## src/source/eeprom_pkg.sv

```systemverilog
package eeprom_pkg;

    // bit engine operations, start doubles as repeated start
    localparam logic [1:0] OP_START = 2'd0;
    localparam logic [1:0] OP_WRITE = 2'd1;
    localparam logic [1:0] OP_READ  = 2'd2;
    localparam logic [1:0] OP_STOP  = 2'd3;

    localparam logic [3:0] DEVICE_CODE = 4'b1010; // 24cxx family

    // apb register offsets
    localparam logic [3:0] REG_ADDR   = 4'h0;
    localparam logic [3:0] REG_WDATA  = 4'h4;
    localparam logic [3:0] REG_CMD    = 4'h8; // bit 0 go, bit 1 read
    localparam logic [3:0] REG_STATUS = 4'hC; // busy, done, nack, byte in 15:8

    localparam int CMD_GO_BIT   = 0;
    localparam int CMD_READ_BIT = 1;

    // one byte on the wire, seen as control byte or raw byte
    typedef union packed
    {
        struct packed
        {
            logic [3:0] dev;
            logic [2:0] blk; // address bits 10:8
            logic       rd;
        } ctrl;
        logic [7:0] data;
    } i2c_frame_u;

endpackage

```

## src/source/i2c_bit_engine.sv

```systemverilog
module i2c_bit_engine #(
    parameter int CLK_DIV = 4
)
(
    input  logic                   CLK,
    input  logic                   RESET,
    input  logic                   op_valid,
    input  logic [1:0]             op_code,
    input  eeprom_pkg::i2c_frame_u op_frame,
    output logic                   op_ready,
    output logic                   op_done,
    output logic                   op_ack,
    output logic [7:0]             op_rx,
    output logic                   scl,
    output logic                   sda_oe,
    input  logic                   sda_in
);

    localparam int QW = $clog2(CLK_DIV);

    logic          busy;
    logic [1:0]    op;
    logic [7:0]    shreg;
    logic [QW-1:0] qcnt;
    logic [1:0]    phase;  // 0 low, 1 and 2 high, 3 low
    logic [3:0]    bitcnt; // 8 is the ack slot
    logic          last_bit;

    assign op_ready = !busy;
    assign last_bit = (op == eeprom_pkg::OP_START) || (op == eeprom_pkg::OP_STOP)
                      || (bitcnt == 4'd8);

    always_ff @(posedge CLK)
    begin
        if (RESET)
        begin
            busy    <= 1'b0;
            op      <= eeprom_pkg::OP_STOP;
            qcnt    <= '0;
            phase   <= 2'd0;
            bitcnt  <= 4'd0;
            op_done <= 1'b0;
            scl     <= 1'b1; // bus released
            sda_oe  <= 1'b0;
        end
        else
        begin
            op_done <= 1'b0;
            if (!busy)
            begin
                if (op_valid)
                begin
                    busy   <= 1'b1;
                    op     <= op_code;
                    shreg  <= op_frame.data;
                    qcnt   <= '0;
                    phase  <= 2'd0;
                    bitcnt <= 4'd0;
                    // first quarter, scl untouched
                    case (op_code)
                        eeprom_pkg::OP_STOP:  sda_oe <= 1'b1;
                        eeprom_pkg::OP_WRITE: sda_oe <= !op_frame.data[7];
                        default:              sda_oe <= 1'b0;
                    endcase
                end
            end
            else if (qcnt != QW'(CLK_DIV - 1))
                qcnt <= qcnt + 1'b1;
            else
            begin
                qcnt  <= '0;
                phase <= phase + 2'd1;
                case (phase)
                    2'd0: scl <= 1'b1;
                    2'd1:
                    begin
                        // midpoint of scl high
                        if (op == eeprom_pkg::OP_START)
                            sda_oe <= 1'b1; // start edge
                        if (op == eeprom_pkg::OP_STOP)
                            sda_oe <= 1'b0; // stop edge
                        if (op == eeprom_pkg::OP_READ && bitcnt != 4'd8)
                            op_rx <= {op_rx[6:0], sda_in};
                        if (op == eeprom_pkg::OP_WRITE && bitcnt == 4'd8)
                            op_ack <= !sda_in;
                    end
                    2'd2:
                    begin
                        if (op != eeprom_pkg::OP_STOP)
                            scl <= 1'b0;
                    end
                    default:
                    begin
                        if (last_bit)
                        begin
                            busy    <= 1'b0;
                            op_done <= 1'b1;
                        end
                        else
                        begin
                            bitcnt <= bitcnt + 4'd1;
                            shreg  <= {shreg[6:0], 1'b0};
                            // release for ack slot, reads always released (nack at the end)
                            sda_oe <= (op == eeprom_pkg::OP_WRITE) && (bitcnt != 4'd7)
                                      && !shreg[6];
                        end
                    end
                endcase
            end
        end
    end

endmodule

```

## src/source/eeprom_byte_seq.sv

```systemverilog
module eeprom_byte_seq
(
    input  logic                   CLK,
    input  logic                   RESET,
    input  logic                   cmd_go,
    input  logic                   cmd_read,
    input  logic [10:0]            cmd_addr,
    input  logic [7:0]             cmd_wdata,
    output logic                   seq_busy,
    output logic                   seq_done,
    output logic                   seq_nack,
    output logic [7:0]             seq_rdata,
    output logic                   op_valid,
    output logic [1:0]             op_code,
    output eeprom_pkg::i2c_frame_u op_frame,
    input  logic                   op_ready,
    input  logic                   op_done,
    input  logic                   op_ack,
    input  logic [7:0]             op_rx
);

    localparam logic [3:0] S_IDLE   = 4'd0;
    localparam logic [3:0] S_START  = 4'd1;
    localparam logic [3:0] S_CTRL   = 4'd2;
    localparam logic [3:0] S_ADDR   = 4'd3;
    localparam logic [3:0] S_DATA   = 4'd4;
    localparam logic [3:0] S_RSTART = 4'd5;
    localparam logic [3:0] S_RCTRL  = 4'd6;
    localparam logic [3:0] S_READ   = 4'd7;
    localparam logic [3:0] S_STOP   = 4'd8;

    logic [3:0]  state;
    logic        rd_q;
    logic [10:0] addr_q;
    logic [7:0]  wdata_q;

    // operation and frame follow the state, so they hold until accepted
    always_comb
    begin
        op_code       = eeprom_pkg::OP_WRITE;
        op_frame.data = addr_q[7:0];
        case (state)
            S_START, S_RSTART: op_code = eeprom_pkg::OP_START;
            S_CTRL, S_RCTRL:
            begin
                op_frame.ctrl.dev = eeprom_pkg::DEVICE_CODE;
                op_frame.ctrl.blk = addr_q[10:8];
                op_frame.ctrl.rd  = (state == S_RCTRL);
            end
            S_DATA: op_frame.data = wdata_q;
            S_READ: op_code = eeprom_pkg::OP_READ;
            S_STOP: op_code = eeprom_pkg::OP_STOP;
            default: op_code = eeprom_pkg::OP_WRITE;
        endcase
    end

    always_ff @(posedge CLK)
    begin
        if (cmd_go && state == S_IDLE)
        begin
            rd_q    <= cmd_read;
            addr_q  <= cmd_addr;
            wdata_q <= cmd_wdata;
        end
    end

    always_ff @(posedge CLK)
    begin
        if (RESET)
        begin
            state     <= S_IDLE;
            op_valid  <= 1'b0;
            seq_busy  <= 1'b0;
            seq_done  <= 1'b0;
            seq_nack  <= 1'b0;
            seq_rdata <= 8'h00;
        end
        else
        begin
            seq_done <= 1'b0;
            if (op_done && state == S_READ)
                seq_rdata <= op_rx;
            if (state == S_IDLE)
            begin
                if (cmd_go)
                begin
                    state    <= S_START;
                    op_valid <= 1'b1;
                    seq_busy <= 1'b1;
                    seq_nack <= 1'b0;
                end
            end
            else if (op_done)
            begin
                op_valid <= 1'b1; // next op goes out one cycle later
                case (state)
                    S_START:  state <= S_CTRL;
                    S_RSTART: state <= S_RCTRL;
                    S_CTRL, S_ADDR, S_DATA, S_RCTRL:
                    begin
                        if (!op_ack)
                        begin
                            seq_nack <= 1'b1; // abort, close the bus
                            state    <= S_STOP;
                        end
                        else if (state == S_CTRL)
                            state <= S_ADDR;
                        else if (state == S_ADDR)
                            state <= rd_q ? S_RSTART : S_DATA;
                        else if (state == S_RCTRL)
                            state <= S_READ;
                        else
                            state <= S_STOP;
                    end
                    S_READ: state <= S_STOP;
                    default:
                    begin
                        // stop finished
                        op_valid <= 1'b0;
                        seq_busy <= 1'b0;
                        seq_done <= 1'b1;
                        state    <= S_IDLE;
                    end
                endcase
            end
            else if (op_valid && op_ready)
                op_valid <= 1'b0;
        end
    end

endmodule

```

## src/source/eeprom_apb_regs.sv

```systemverilog
module eeprom_apb_regs
(
    input  logic        CLK,
    input  logic        RESET,
    input  logic        psel,
    input  logic        penable,
    input  logic        pwrite,
    input  logic [3:0]  paddr,
    input  logic [31:0] pwdata,
    output logic [31:0] prdata,
    output logic        pready,
    output logic        pslverr,
    output logic        cmd_go,
    output logic        cmd_read,
    output logic [10:0] cmd_addr,
    output logic [7:0]  cmd_wdata,
    input  logic        seq_busy,
    input  logic        seq_done,
    input  logic        seq_nack,
    input  logic [7:0]  seq_rdata
);

    logic       wr_en;
    logic       go_req;
    logic       busy;
    logic       done;
    logic       nack;
    logic [7:0] rd_byte;

    assign pready  = 1'b1; // no wait states
    assign wr_en   = psel && penable && pwrite;
    assign go_req  = wr_en && (paddr == eeprom_pkg::REG_CMD) && pwdata[eeprom_pkg::CMD_GO_BIT];
    assign pslverr = go_req && busy; // go refused while a command runs

    // payload registers, sequencer copies them at launch
    always_ff @(posedge CLK)
    begin
        if (wr_en && paddr == eeprom_pkg::REG_ADDR)
            cmd_addr <= pwdata[10:0];
        if (wr_en && paddr == eeprom_pkg::REG_WDATA)
            cmd_wdata <= pwdata[7:0];
    end

    always_ff @(posedge CLK)
    begin
        if (RESET)
        begin
            cmd_go   <= 1'b0;
            cmd_read <= 1'b0;
            busy     <= 1'b0;
            done     <= 1'b0;
            nack     <= 1'b0;
            rd_byte  <= 8'h00;
        end
        else
        begin
            cmd_go <= go_req && !busy;
            if (wr_en && paddr == eeprom_pkg::REG_CMD && !pslverr)
                cmd_read <= pwdata[eeprom_pkg::CMD_READ_BIT];

            if (go_req && !busy)
            begin
                busy <= 1'b1;
                done <= 1'b0;
                nack <= 1'b0;
            end
            else if (seq_done)
            begin
                busy    <= 1'b0;
                done    <= 1'b1;
                nack    <= seq_nack;
                rd_byte <= seq_rdata; // unchanged by sequencer on nack
            end
        end
    end

    always_comb
    begin
        prdata = 32'h0;
        case (paddr)
            eeprom_pkg::REG_ADDR:   prdata = {21'h0, cmd_addr};
            eeprom_pkg::REG_WDATA:  prdata = {24'h0, cmd_wdata};
            eeprom_pkg::REG_CMD:    prdata = {30'h0, cmd_read, 1'b0}; // go reads back 0
            eeprom_pkg::REG_STATUS: prdata = {16'h0, rd_byte, 5'h0, nack, done, busy || seq_busy};
            default:                prdata = 32'h0;
        endcase
    end

endmodule

```

## src/source/eeprom_ctrl_top.sv

```systemverilog
module eeprom_ctrl_top #(
    parameter int CLK_DIV = 4 // scl quarter period in clk cycles
)
(
    input  logic        CLK,
    input  logic        RESET,
    input  logic        PSEL,
    input  logic        PENABLE,
    input  logic        PWRITE,
    input  logic [3:0]  PADDR,
    input  logic [31:0] PWDATA,
    output logic [31:0] PRDATA,
    output logic        PREADY,
    output logic        PSLVERR,
    output logic        SCL,
    output logic        SDA_OE,
    input  logic        SDA_IN
);

    logic                   cmd_go;
    logic                   cmd_read;
    logic [10:0]            cmd_addr;
    logic [7:0]             cmd_wdata;
    logic                   seq_busy;
    logic                   seq_done;
    logic                   seq_nack;
    logic [7:0]             seq_rdata;
    logic                   op_valid;
    logic [1:0]             op_code;
    eeprom_pkg::i2c_frame_u op_frame;
    logic                   op_ready;
    logic                   op_done;
    logic                   op_ack;
    logic [7:0]             op_rx;

    eeprom_apb_regs u_regs
    (
        .CLK       (CLK),
        .RESET     (RESET),
        .psel      (PSEL),
        .penable   (PENABLE),
        .pwrite    (PWRITE),
        .paddr     (PADDR),
        .pwdata    (PWDATA),
        .prdata    (PRDATA),
        .pready    (PREADY),
        .pslverr   (PSLVERR),
        .cmd_go    (cmd_go),
        .cmd_read  (cmd_read),
        .cmd_addr  (cmd_addr),
        .cmd_wdata (cmd_wdata),
        .seq_busy  (seq_busy),
        .seq_done  (seq_done),
        .seq_nack  (seq_nack),
        .seq_rdata (seq_rdata)
    );

    eeprom_byte_seq u_seq
    (
        .CLK       (CLK),
        .RESET     (RESET),
        .cmd_go    (cmd_go),
        .cmd_read  (cmd_read),
        .cmd_addr  (cmd_addr),
        .cmd_wdata (cmd_wdata),
        .seq_busy  (seq_busy),
        .seq_done  (seq_done),
        .seq_nack  (seq_nack),
        .seq_rdata (seq_rdata),
        .op_valid  (op_valid),
        .op_code   (op_code),
        .op_frame  (op_frame),
        .op_ready  (op_ready),
        .op_done   (op_done),
        .op_ack    (op_ack),
        .op_rx     (op_rx)
    );

    i2c_bit_engine #(
        .CLK_DIV (CLK_DIV)
    ) u_bit
    (
        .CLK      (CLK),
        .RESET    (RESET),
        .op_valid (op_valid),
        .op_code  (op_code),
        .op_frame (op_frame),
        .op_ready (op_ready),
        .op_done  (op_done),
        .op_ack   (op_ack),
        .op_rx    (op_rx),
        .scl      (SCL),
        .sda_oe   (SDA_OE),
        .sda_in   (SDA_IN)
    );

endmodule

```

## config.mk

```make
export PLATFORM = sky130hd
export DESIGN_NAME = eeprom_ctrl_top
export DESIGN_NICKNAME = d
export VERILOG_FILES = /design/src/source/eeprom_pkg.sv /design/src/source/i2c_bit_engine.sv /design/src/source/eeprom_byte_seq.sv /design/src/source/eeprom_apb_regs.sv /design/src/source/eeprom_ctrl_top.sv
export SDC_FILE = /design/constraint.sdc
export NUM_CORES = 1
export LEC_CHECK = 0
export BUFFER_PORTS_ARGS = -buffer_cell sky130_fd_sc_hd__buf_2
export CAP_MARGIN = 20
export CORE_MARGIN = 2
export CORE_UTILIZATION = 56
export DETAILED_ROUTE_END_ITERATION = 6
export PLACE_DENSITY_LB_ADDON = 0.25
export SYNTH_ARGS = -nofsm -noshare
export SYNTH_HDL_FRONTEND = slang
export SYNTH_SLANG_ARGS = --single-unit
```

## constraint.sdc

```tcl
create_clock -name CLK -period 2 [get_ports CLK]
set_clock_uncertainty 0.15 [all_clocks]
set_input_delay 0.1 -clock CLK [delete_from_list [all_inputs] [get_ports CLK]]
set_output_delay 0.1 -clock CLK [all_outputs]
set_load 0.01 [all_outputs]
```

# ---- After elaboration in Yosys (flattened, before gate mapping)
# Index checks and enable logic that the tools add are counted.
dict set report totals {
  register_bits 98
  inputBits 42
  out_inout_bits 36
  wordCells 185
}
dict set report op_classes {
  n_addsub 3
  n_eq_ne 33
  mux 59
  bitwise_logic 5
  reduce_logical 57
}
# operator n
set ops {}
lappend ops {{16-bit case mux with 4 select lines} 1}
lappend ops {{4-bit 2-to-1 mux} 12}
lappend ops {{7-bit 2-to-1 mux} 5}
lappend ops {{1-bit 2-to-1 mux} 30}
lappend ops {{4-bit by 3-bit equality test with 1-bit output, second input constant} 5}
lappend ops {{5-bit AND reduction} 4}
lappend ops {{4-bit equality test, second input constant} 4}
lappend ops {{1-bit logical AND} 16}
lappend ops {{2-bit != test, second input constant} 8}
lappend ops {{4-bit case mux with 4 select lines} 1}
lappend ops {{8-bit case mux with 2 select lines} 1}
lappend ops {{4-bit AND reduction} 3}
lappend ops {{2-bit 2-to-1 mux} 5}
lappend ops {{2-bit AND reduction} 5}
lappend ops {{2-bit nonzero test} 5}
lappend ops {{2-bit equality test, second input constant} 4}
lappend ops {{4-bit by 2-bit equality test with 1-bit output, second input constant} 2}
lappend ops {{4-bit zero test} 2}
lappend ops {{4-bit != test, second input constant} 2}
lappend ops {{2-bit OR reduction} 4}
lappend ops {{7-bit OR reduction} 1}
lappend ops {{2-bit by 1-bit equality test with 1-bit output, second input constant} 3}
lappend ops {{1-bit zero test} 6}
lappend ops {{1-bit case mux with 2 select lines} 3}
lappend ops {{other kinds (15)} 25}

# ---- Longest topological paths before layout
# Gate-level depths: netlist of the first run.
dict set report logic_depth {
  depth_word 8
  ltp_mapped 6
  ltp_nobuf 6
}

# ---- Hierarchy
# A second synthesis of the first run with hierarchy kept.
dict set report hier_totals {
  cells_unflattened 440
  hier_area_um2 4785.8
}
# module instances cells_per_inst area_each_um2 seq_area_each_um2
set modules_own_cells {}
lappend modules_own_cells {eeprom_apb_regs 1 159 1712.9 830.8}
lappend modules_own_cells {eeprom_byte_seq 1 155 1640.3 920.9}
lappend modules_own_cells {i2c_bit_engine 1 126 1432.6 760.7}

# ---- Worst setup path before layout of the first run
# Ideal clock, no wire load.
dict set report synth_timing {
  kind {input -> register}
  start {input PADDR[0]}
  end {register u_regs.cmd_addr[0], enable pin}
  setup_ps 393
  arrival_time_ps 1335
  required_time_ps 1457
  setup_slack_ps 122
  cell_stages 3
  path_buffers 0
  cell_sequence {and4bb_2 nand2_1 nor3_1}
}
dict set report synth_via {
  elab_chain_cells 2
}
# item line
set synth_lines {}
lappend synth_lines {{start: declaration} eeprom_ctrl_top.sv:10} ;# input logic [3:0] PADDR,
lappend synth_lines {{4-bit zero test} eeprom_apb_regs.sv:38} ;# if (wr_en && paddr == eeprom_pkg::REG_ADDR)
lappend synth_lines {{1-bit logical AND} eeprom_apb_regs.sv:38}
lappend synth_lines {{end signal: assignment} eeprom_apb_regs.sv:39} ;# cmd_addr <= pwdata[10:0];
lappend synth_lines {{end: declaration} eeprom_apb_regs.sv:15} ;# output logic [10:0] cmd_addr,
# No other way between the ends.
# A chain may end at the register's enable or synchronous reset.

# ---- Worst setup path in the final report of the first run
dict set report layout_timing {
  start {register u_seq.state[1]}
  end {register u_seq.wdata_q[7], enable pin}
}
dict set report layout_via {
  elab_chain_cells 2
}
# item line
set layout_lines {}
lappend layout_lines {{start: declaration} eeprom_byte_seq.sv:32} ;# logic [3:0] state;
lappend layout_lines {{start signal: assignment} eeprom_byte_seq.sv:109} ;# state <= rd_q ? S_RSTART : S_DATA;
lappend layout_lines {{4-bit zero test} eeprom_byte_seq.sv:59} ;# if (cmd_go && state == S_IDLE)
lappend layout_lines {{1-bit logical AND} eeprom_byte_seq.sv:59}
lappend layout_lines {{end signal: assignment} eeprom_byte_seq.sv:63} ;# wdata_q <= cmd_wdata;
lappend layout_lines {{end: declaration} eeprom_byte_seq.sv:35} ;# logic [7:0] wdata_q;
# No other way between the ends.

==> results of run 1 <==
## metal layers
layer	vias to the layer above	GRT usage, %
li1	1529	-
met1	1388	29.01
met2	71	32.25
met3	12	4.432
met4	0	6.985
met5	-	0
## final cells by class
class	instances	area (sq um)
fillers	590	2615
flip-flops and latches	98	2514
multi-input cells	262	1693
repair buffers	70	473.0
well taps	102	127.6
clock buffers	9	123.9
clock inverters	7	73.82
inverters	18	67.56
## worst max-delay path, cell delays in order, from the launching register on
cell and delay [ns]:
dfxtp_1 0.45, buf_4 0.21, nor4_4 0.36, nand2_1 0.13, inv_1 0.11, buf_12 0.17
## cell families (layout without fill, tap and decap cells)
group	after synthesis	count (layout)	synth area share [%]
AO/OA/AOI/OAI	75	75	11.64
other	2	17	0.1691
multiplexers	21	21	5.044
flip-flops	98	98	56.58
AND/OR/NAND/NOR	138	138	16.77
buffers and inverters	56	104	6.706
adder cells (fa/ha/maj)	11	11	3.099
## worst max path at each step
| stage | start | endpoint | slack (ns) | depth (start not counted) |
|---|---|---|---|---|
| 2_1_floorplan | PADDR[0] | u_regs.cmd_addr[0] | 0.12 | 3 |
| 4_1_cts | u_bit.phase[1] | u_bit.sda_oe | 0.06 | 6 |
| 6_report | u_seq.state[1] | u_seq.wdata_q[7] | 0.14 | 5 |
| 3_3_place_gp | u_bit.phase[1] | u_bit.sda_oe | 0.15 | 6 |
| 5_1_grt | u_seq.state[1] | u_seq.wdata_q[7] | 0.02 | 5 |
| 3_5_place_dp | u_bit.phase[1] | u_bit.sda_oe | 0.09 | 6 |
## stage by stage
stage                     util, %  worst slack [ns]  power, mW  std cells
after floorplan                 -            0.1221      2.251        416
after global placement      61.62            0.1543      2.268        537
after detailed placement    61.62           0.08508      2.271        537
after CTS                   65.89           0.05500      3.512        566
after global routing        65.98           0.01814      3.612        566
final                       65.98            0.1431      3.487        566
## layout by cell type, fill, tap and decap left out, types with 7 or more instances in the layout
master | Yosys | final
nor2_1 | 40 | 40
mux2i_1 | 19 | 19
nand3_1 | 10 | 10
clkbuf_8 | 0 | 9
nand2b_1 | 8 | 8
buf_4 | 19 | 17
dfxtp_1 | 43 | 42
edfxtp_1 | 55 | 55
nand2_1 | 24 | 24
and3_1 | 7 | 7
inv_1 | 18 | 18
buf_2 | 6 | 39
nor3_1 | 11 | 11
a21oi_1 | 27 | 27
o21ai_0 | 14 | 13
dlygate4sd3_1 | 0 | 13
ha_1 | 11 | 11
conb_1 | 2 | 17
## state kept, by name, indices dropped and copies added, names as in the netlist, 2 cells and up
signal / cells
u_bit.bitcnt: 4
u_bit.shreg: 7
u_regs.cmd_addr: 11
u_seq.addr_q: 11
u_seq.state: 4
u_regs.cmd_wdata: 8
u_seq.wdata_q: 8
u_bit.phase: 2
u_bit.op_rx: 8
u_seq.seq_rdata: 8
u_bit.op: 2
u_regs.rd_byte: 8
u_bit.qcnt: 2
## power groups by stage
stage	Sequential (mW)	Clock, mW	Combinational (mW)
final	2.12	1.24	0.130
after global routing	2.12	1.35	0.142
after CTS	2.12	1.27	0.128
after detailed placement	2.16	0	0.108
after global placement	2.16	0	0.105
after floorplan	2.16	0	0.0889
## timing repair
action / CTS / global route
setup endpoints to repair: 0 / 1
resized for setup: 0 / 3
hold buffers: 13 / 0
endpoints found under the hold margin: 24 / 0
setup buffers: 0 / 0
==> flow_summary.toml, run 1 <==
[route]
drc = 0
viasPerCell = 5.300
drtAntennaViolNets = 0
drt-total-wl_um = 8273
drt_iter0_drc = 130
top_layer = "met4"
met2WireLength_um = 3940
firstDrtPassIters = 4
wl_met1_um = 3875
via_count = 3000
wl_per_cell_um = 14.62
route.met3.wl_um = 338

[sta]
fin_setup_tns_ns = 0
hold_violations = 0
period_minus_slack_ns = 1.857
holdWs_ns = 0.1036
drv_slew = 0
fin_crit_sh_pct = 92.84
max_freq_mhz = 538.5
rsz0062_at_grt = "no"
setup_viol = 0

[worst_setup_path]
cp_max_fo = 21
rr_startpoint = "u_seq.state[1]"
crit_path_end_kind = "flop"
start_kind = "flop"
crit_type = "flop to flop"
r2r_slack_ns = 0.14
critPathRequiredTime_ns = 1.92
cp.arrival_ns = 1.78
reg2regPathDepth = 5
r2r_end = "u_seq.wdata_q[7]"

[global_routing]
gr-total-overflow = 0
antenna_found_initial = 0
track_usage_pct = 20.67
grt_max_degree = 44
grt_pass1_wl_um = 13760
grt_pass1_vias = 2832

[clock_tree]
numClockSinks = 98
cts_tree = "done"
numCtsBuffers = 9
clk_path_buf_depth = 2
clk_latency_ns = 0.36
clk_pin_slew_ns = 0.10
cts-root-buf = "clkbuf_8"
cts_htree_levels = 3

[place]
placed_cell_area_sq_mm = 0.004737
gp_congestion = 0.8287
place_hpwl_um = 5922
numPortBuffers = 39

[outcome]
status = "finished, final reports clean"

[synth]
synth_seq_cells = 98
dominantRegCellSynth = "edfxtp_1"
synth.top_cell.area_share_pct = 37.19
synth_top_area_cell = "edfxtp_1"
synth_edf_count = 55
synthDistinctLibCells = 59
synthTopCellsByCount = "55 x edfxtp_1, 43 x dfxtp_1, 40 x nor2_1"
synth_most_common_cell = "edfxtp_1"
syn_avg_cell_area_sq_um = 11.07
yosys_warnings = 0
netlist_instances = 401
async_flop_share_pct = 0
synth.cell_area_sq_mm = 0.004441
yosysSeqAreaShare_pct = 56.58
netlist_top_cells_area = "edfxtp_1 37%, dfxtp_1 19%, mux2i_1 4.3%"

[cells_and_area]
finalNetCount = 512
area_growth_pct = 14.23
drive_above_1_share_pct = 18.97
post-route-cell-area_sq_mm = 0.005072
insertedDiodeCount = 0

[die]
initial_core_util_pct = 57.76
die_w_um = 93.05
num_rows = 32
core_area_sq_mm = 0.007687
dieArea_sq_mm = 0.008657
io_pins = 78
die_h_um = 93.05

[min_path]
whs_path_depth = 3
hold_class = "input pin to flop"
min_to = "u_bit.op_ack"
holdCritStartpoint = "RESET"

[power]
power_frac_comb_pct = 3.7
ir_drop_mv = 0.5389
internal_power_mw = 2.661
seqPwrFrac_pct = 60.7
p_sw_share_pct = 23.69
power_density_mw_per_mm2 = 687.4
clkPwrFrac_pct = 35.6
p_leak_nw = 1.924
switching_power_mw = 0.8260

[job]
maxCapViolCount = 0
No activity file was read; power rests on OpenSTA's default activity.
==> inputs of run 2 (changes only) <==
--- a/config.mk
+++ b/config.mk
@@ -8,7 +8,7 @@
 export BUFFER_PORTS_ARGS = -buffer_cell sky130_fd_sc_hd__buf_2
 export CAP_MARGIN = 20
 export CORE_MARGIN = 2
-export CORE_UTILIZATION = 56
+export CORE_UTILIZATION = 50
 export DETAILED_ROUTE_END_ITERATION = 6
 export PLACE_DENSITY_LB_ADDON = 0.25
 export SYNTH_ARGS = -nofsm -noshare
==> constraint.sdc (replaced) <==
create_clock -name CLK -period 1.49 [get_ports CLK]
set_clock_uncertainty 0.15 [all_clocks]
set_input_delay 0.0745 -clock CLK [delete_from_list [all_inputs] [get_ports CLK]]
set_output_delay 0.0745 -clock CLK [all_outputs]
set_load 0.01 [all_outputs]
==> run 2 against run 1 <==
  * The flow now finishes with violations (setup timing)
  * Worst setup slack lost 0.43 ns
  * Cell area up 18%
  * Wire length grew 22%
  * Global-route usage shrank 0.11 points
  * Power rose by 40%
  * Clock power is 49% higher
  * Flip-flop and latch count stayed put
  * Sequential power is 33% higher
  * Via count up 9.2%
  * Utilization up 2.7 points
  * Cell count increased by 9.9%
==> flow_summary.toml, run 2 (synthesized netlist as in run 1, its figures left out) <==
[worst_setup_path]
start_kind = "flop"
reg2regPathDepth = 4
worstSetupEndpoint = "PRDATA[1]"
critPathRequiredTime_ns = 1.27
r2r_slack_ns = -0.20
rr_startpoint = "u_seq.state[0]"
r2r_end = "u_bit.sda_oe"
cp.arrival_ns = 1.55
crit_path_end_kind = "output port"
cp_max_fo = 2
crit_type = "flop to output port"
cp-startpoint = "u_regs.cmd_addr[1]"

[route]
drt-total-wl_um = 10120
via_count = 3276
viasPerCell = 5.267
drt_iter0_drc = 235
drc = 0
firstDrtPassIters = 4
wl_per_cell_um = 16.28
drtAntennaViolNets = 0

[power]
ir_drop_mv = 0.5174
power_frac_comb_pct = 4.1
internal_power_mw = 3.736
p_sw_share_pct = 23.44
power_density_mw_per_mm2 = 818.7
clkPwrFrac_pct = 37.8
power_mw = 4.880
switching_power_mw = 1.144
seqPwrFrac_pct = 58.1
p_leak_nw = 2.238

[min_path]
hold_class = "input pin to flop"

[place]
place_hpwl_um = 6472
placed_cell_area_sq_mm = 0.005160
gp_congestion = 0.8618
numPortBuffers = 39

[cells_and_area]
drive_above_1_share_pct = 40.86
area_growth_pct = 34.24
insertedDiodeCount = 0
finalNetCount = 562
final_util_pct = 68.69
mostFrequentLayoutCells = "55 x edfxtp_1, 54 x buf_4, 39 x buf_2"
mostFrequentLayoutCell = "edfxtp_1"
largest_registers = "u_regs.cmd_addr: 11 flops, u_seq.addr_q: 11 flops"
post-route-cell-area_sq_mm = 0.005961

[clock_tree]
numCtsBuffers = 9
cts_htree_levels = 3
cts_tree = "done"
clk_path_buf_depth = 2
clk_pin_slew_ns = 0.11
clk_latency_ns = 0.38
cts-root-buf = "clkbuf_8"
numClockSinks = 98

[global_routing]
grt_max_degree = 24
gr-total-overflow = 0
track_usage_pct = 20.56
grt_pass1_wl_um = 15650
antenna_found_initial = 0
grt_pass1_vias = 3148

[die]
core_area_sq_mm = 0.008678
initial_core_util_pct = 51.17
dieArea_sq_mm = 0.009651
io_pins = 78
die_h_um = 98.24
die_w_um = 98.24
num_rows = 34

[sta]
drv_slew = 0
max_freq_mhz = 563.1
setup_viol = 56
hold_violations = 0
rsz0062_at_grt = "yes"
period_minus_slack_ns = 1.776
fin_crit_sh_pct = 119.2
fin_ws_ns = -0.2858

[job]
maxCapViolCount = 0

[outcome]
status = "complete, but fails checks"
violations = "setup timing"
[run 2: changes by cell type in the layout (fill, tap and decap cells not counted), moves of 7 or more]
cell     change
buf_6        +8
a21oi_1     -12
nand3_2      +7
nand3_1      -8
inv_1        -7
a21oi_2     +12
buf_4       +37
dfxtp_2      +9
dfxtp_1     -13
[run 2: through the flow]
stage	worst slack (ns)	instances	hold WS (ns)	setup TNS, ns
after floorplan	-0.1557	416	0.02337	-3.606
after global placement	-0.1919	576	0.1024	-4.465
after detailed placement	-0.2059	576	0.1032	-6.197
after CTS	-0.2819	614	0.03374	-3.153
after global routing	-0.3539	622	0.05252	-8.619
final	-0.2858	622	0.04829	-5.758
[run 2: worst max-delay path: stages, from the launching register on]
cell	delay (ns)
edfxtp_1	0.41
mux4_2	0.46
and2_1	0.17
buf_2	0.14
[run 2: layout make-up]
cell class / count / area [sq um]
well taps: 108 / 135.1
multi-input cells: 262 / 2064
flip-flops and latches: 98 / 2540
clock buffers: 9 / 123.9
clock inverters: 7 / 87.58
fillers: 668 / 2718
repair buffers: 120 / 935.9
inverters: 18 / 73.82
[run 2: repair_timing]
item,CTS,global route
endpoints found under the setup margin,67,75
pin swaps,14,30
endpoints found under the hold margin,24,0
hold buffers,13,0
setup buffers,9,9
resized for setup,44,40
[run 2: metal layers]
| layer | track usage [%] | share of wire, % | up-vias |
|---|---|---|---|
| met4 | 5.479 | 0.92 | 0 |
| met1 | 27.76 | 45 | 1566 |
| met5 | 0 | 0 | - |
| li1 | - | - | 1630 |
| met3 | 4.939 | 3.5 | 6 |
| met2 | 33.61 | 51 | 74 |
[run 2: worst min-delay path by stage]
stage                    start             endpoint  slack (ns)  cells after the start
finish                   RESET       u_seq.state[1]        0.05                      3
detailed placement  PWDATA[10]  u_regs.cmd_addr[10]        0.10                      1
global route             RESET       u_seq.state[1]        0.05                      3
CTS                      RESET        u_bit.qcnt[1]        0.03                      3
global placement    PWDATA[10]  u_regs.cmd_addr[10]        0.10                      1
floorplan               SDA_IN       u_bit.op_rx[0]        0.02                      0
[run 2: power by group through the flow]
stage               combinational, mW  sequential, mW  clock [mW]
floorplan                       0.124            2.90           0
global placement                0.157            2.90           0
detailed placement              0.162            2.90           0
CTS                             0.191            2.83        1.87
global route                    0.218            2.83        1.99
finish                          0.201            2.83        1.85
==> inputs of run 3 (changes only) <==
--- a/config.mk
+++ b/config.mk
@@ -7,8 +7,11 @@
 export LEC_CHECK = 0
 export BUFFER_PORTS_ARGS = -buffer_cell sky130_fd_sc_hd__buf_2
 export CAP_MARGIN = 20
+export CELL_PAD_IN_SITES_DETAIL_PLACEMENT = 0
+export CELL_PAD_IN_SITES_GLOBAL_PLACEMENT = 2
+export CORE_ASPECT_RATIO = 0.6
 export CORE_MARGIN = 2
-export CORE_UTILIZATION = 50
+export CORE_UTILIZATION = 32
 export DETAILED_ROUTE_END_ITERATION = 6
 export PLACE_DENSITY_LB_ADDON = 0.25
 export SYNTH_ARGS = -nofsm -noshare
==> run 3 against run 2 <==
  * The flow still finishes with violations (setup timing)
  * Utilization shrank 22 points
  * Global-route usage shrank 4.8 points
  * Register-to-register slack gained 0.03 ns
  * Sequential share of layout area shrank 2.3 points
  * Clock power grew 21%
  * Cell area grew 5.7%
  * Power grew 8.2%
  * Clock-buffer cell count is the same
  * Sequential power is essentially flat
  * Via count grew 0.43%
==> flow_summary.toml, run 3 (synthesized netlist as in run 1, its figures left out) <==
[power]
clkPwrFrac_pct = 42.3
switching_power_mw = 1.202
p_leak_nw = 2.337
ir_drop_mv = 0.5407
seqPwrFrac_pct = 53.6
internal_power_mw = 4.080
power_density_mw_per_mm2 = 838.1
power_frac_comb_pct = 4.1
p_sw_share_pct = 22.75

[worst_setup_path]
crit_type = "flop to output port"
cp_max_fo = 2
crit_path_end_kind = "output port"
cp.arrival_ns = 1.49
start_kind = "flop"
critPathRequiredTime_ns = 1.27

[sta]
holdWs_ns = 0.05364
period_minus_slack_ns = 1.716
rsz0062_at_grt = "yes"
drv_slew = 0
setup_viol = 60
max_freq_mhz = 582.9
fin_ws_ns = -0.2255
hold_violations = 0
fin_crit_sh_pct = 115.1

[global_routing]
grt_pass1_wl_um = 17750
grt_max_degree = 44
track_usage_pct = 15.77
gr-total-overflow = 0
grt_pass1_vias = 3303
antenna_found_initial = 0

[die]
die_h_um = 95.25
dieArea_sq_mm = 0.01487
io_pins = 78
num_rows = 33
core_area_sq_mm = 0.01358
initial_core_util_pct = 32.69
die_w_um = 156.1

[cells_and_area]
insertedDiodeCount = 0
largest_registers = "u_regs.cmd_addr: 11 flops, u_seq.addr_q: 11 flops"
n_fill_cell = 1247
finalNetCount = 575
final_util_pct = 46.38
drive_above_1_share_pct = 44.21
mostFrequentLayoutCells = "59 x buf_4, 55 x edfxtp_1, 38 x nor2_1, 38 x buf_2, 29 x dfxtp_1"
area_growth_pct = 41.90
fin_cells = 702
mostFrequentLayoutCell = "buf_4"

[outcome]
violations = "setup timing"
status = "complete, but fails checks"

[place]
gp_congestion = 0.8106
numPortBuffers = 39
place_hpwl_um = 7817
dp_cells = 653

[route]
drtAntennaViolNets = 0
drt-total-wl_um = 11130
viasPerCell = 4.687
drc = 0
via_count = 3290
firstDrtPassIters = 4
wl_per_cell_um = 15.85
drt_iter0_drc = 170

[min_path]
hold_class = "input pin to flop"

[clock_tree]
cts-root-buf = "clkbuf_16"
clk_path_buf_depth = 2
numCtsBuffers = 9
clk_latency_ns = 0.34
numClockSinks = 98
clk_pin_slew_ns = 0.07
cts_htree_levels = 3
cts_tree = "done"

[job]
maxCapViolCount = 0
-- run 3: changes by cell type in the layout (fill, tap and decap cells not counted), moves of 2 or more --
cell / previous run / this run
buf_4: 54 / 59
nand2_2: 0 / 5
clkbuf_16: 0 / 9
buf_6: 8 / 17
nand2_1: 22 / 17
o21ai_1: 5 / 8
clkbuf_8: 9 / 0
o21ai_0: 8 / 6
-- run 3: timing repair --
action                                 in CTS  in global routing
resized for setup                          58                 50
pin swaps                                  33                 28
setup buffers                              17                  5
hold buffers                               13                  0
setup endpoints to repair                  66                 74
cloned                                      0                  0
endpoints found under the hold margin      24                  0
-- run 3: worst paths after layout --
kind	from	end	slack, ns	depth (start not counted)
setup / recovery	u_regs.cmd_addr[1]	PRDATA[1]	-0.23	3
hold / removal	RESET	u_bit.phase[1]	0.05	3
setup reg to reg	u_seq.state[1]	u_seq.state[0]	-0.17	6
hold reg to reg	u_regs.cmd_wdata[3]	u_seq.wdata_q[3]	0.31	0
-- run 3: critical path, stage by stage (launching register included) --
cell,delay [ns]
edfxtp_1,0.40
mux4_2,0.48
and2_4,0.16
buf_6,0.11
-- run 3: per-layer routing --
| metal | part of all wire [%] | wire, um | track usage [%] |
|---|---|---|---|
| met3 | 3.6 | 403 | 3.545 |
| met4 | 0.89 | 99 | 3.976 |
| met2 | 40 | 4487 | 22.94 |
| met5 | 0 | 0 | 0 |
| met1 | 55 | 6136 | 23.65 |
-- run 3: final cells by class --
cell class	count	area (sq um)	share of cell area [%]
clock buffer	9	225.2	3.574
clock inverter	7	56.30	0.8936
inverter	18	71.32	1.132
multi-input combinational	262	2112	33.52
sequential	98	2542	40.35
tap	175	219.0	3.475
timing repair buffer	133	1075	17.06
-- run 3: power groups by stage --
stage,registers [mW],clock network (mW),logic [mW]
floorplan,2.90,0,0.124
global placement,2.90,0,0.175
detailed placement,2.90,0,0.178
CTS,2.83,2.31,0.208
global route,2.83,2.40,0.237
finish,2.83,2.23,0.215
-- run 3: through the flow --
stage | worst slack [ns] | area [sq um] | power [mW] | TNS, ns
2_1_floorplan | -0.1557 | 4637 | 3.026 | -3.606
3_3_place_gp | -0.6096 | 5344 | 3.078 | -8.318
3_5_place_dp | -0.4974 | 5344 | 3.081 | -10.01
4_1_cts | -0.2222 | 6071 | 5.351 | -5.946
5_1_grt | -0.2788 | 6301 | 5.466 | -9.446
6_report | -0.2255 | 6301 | 5.281 | -5.522
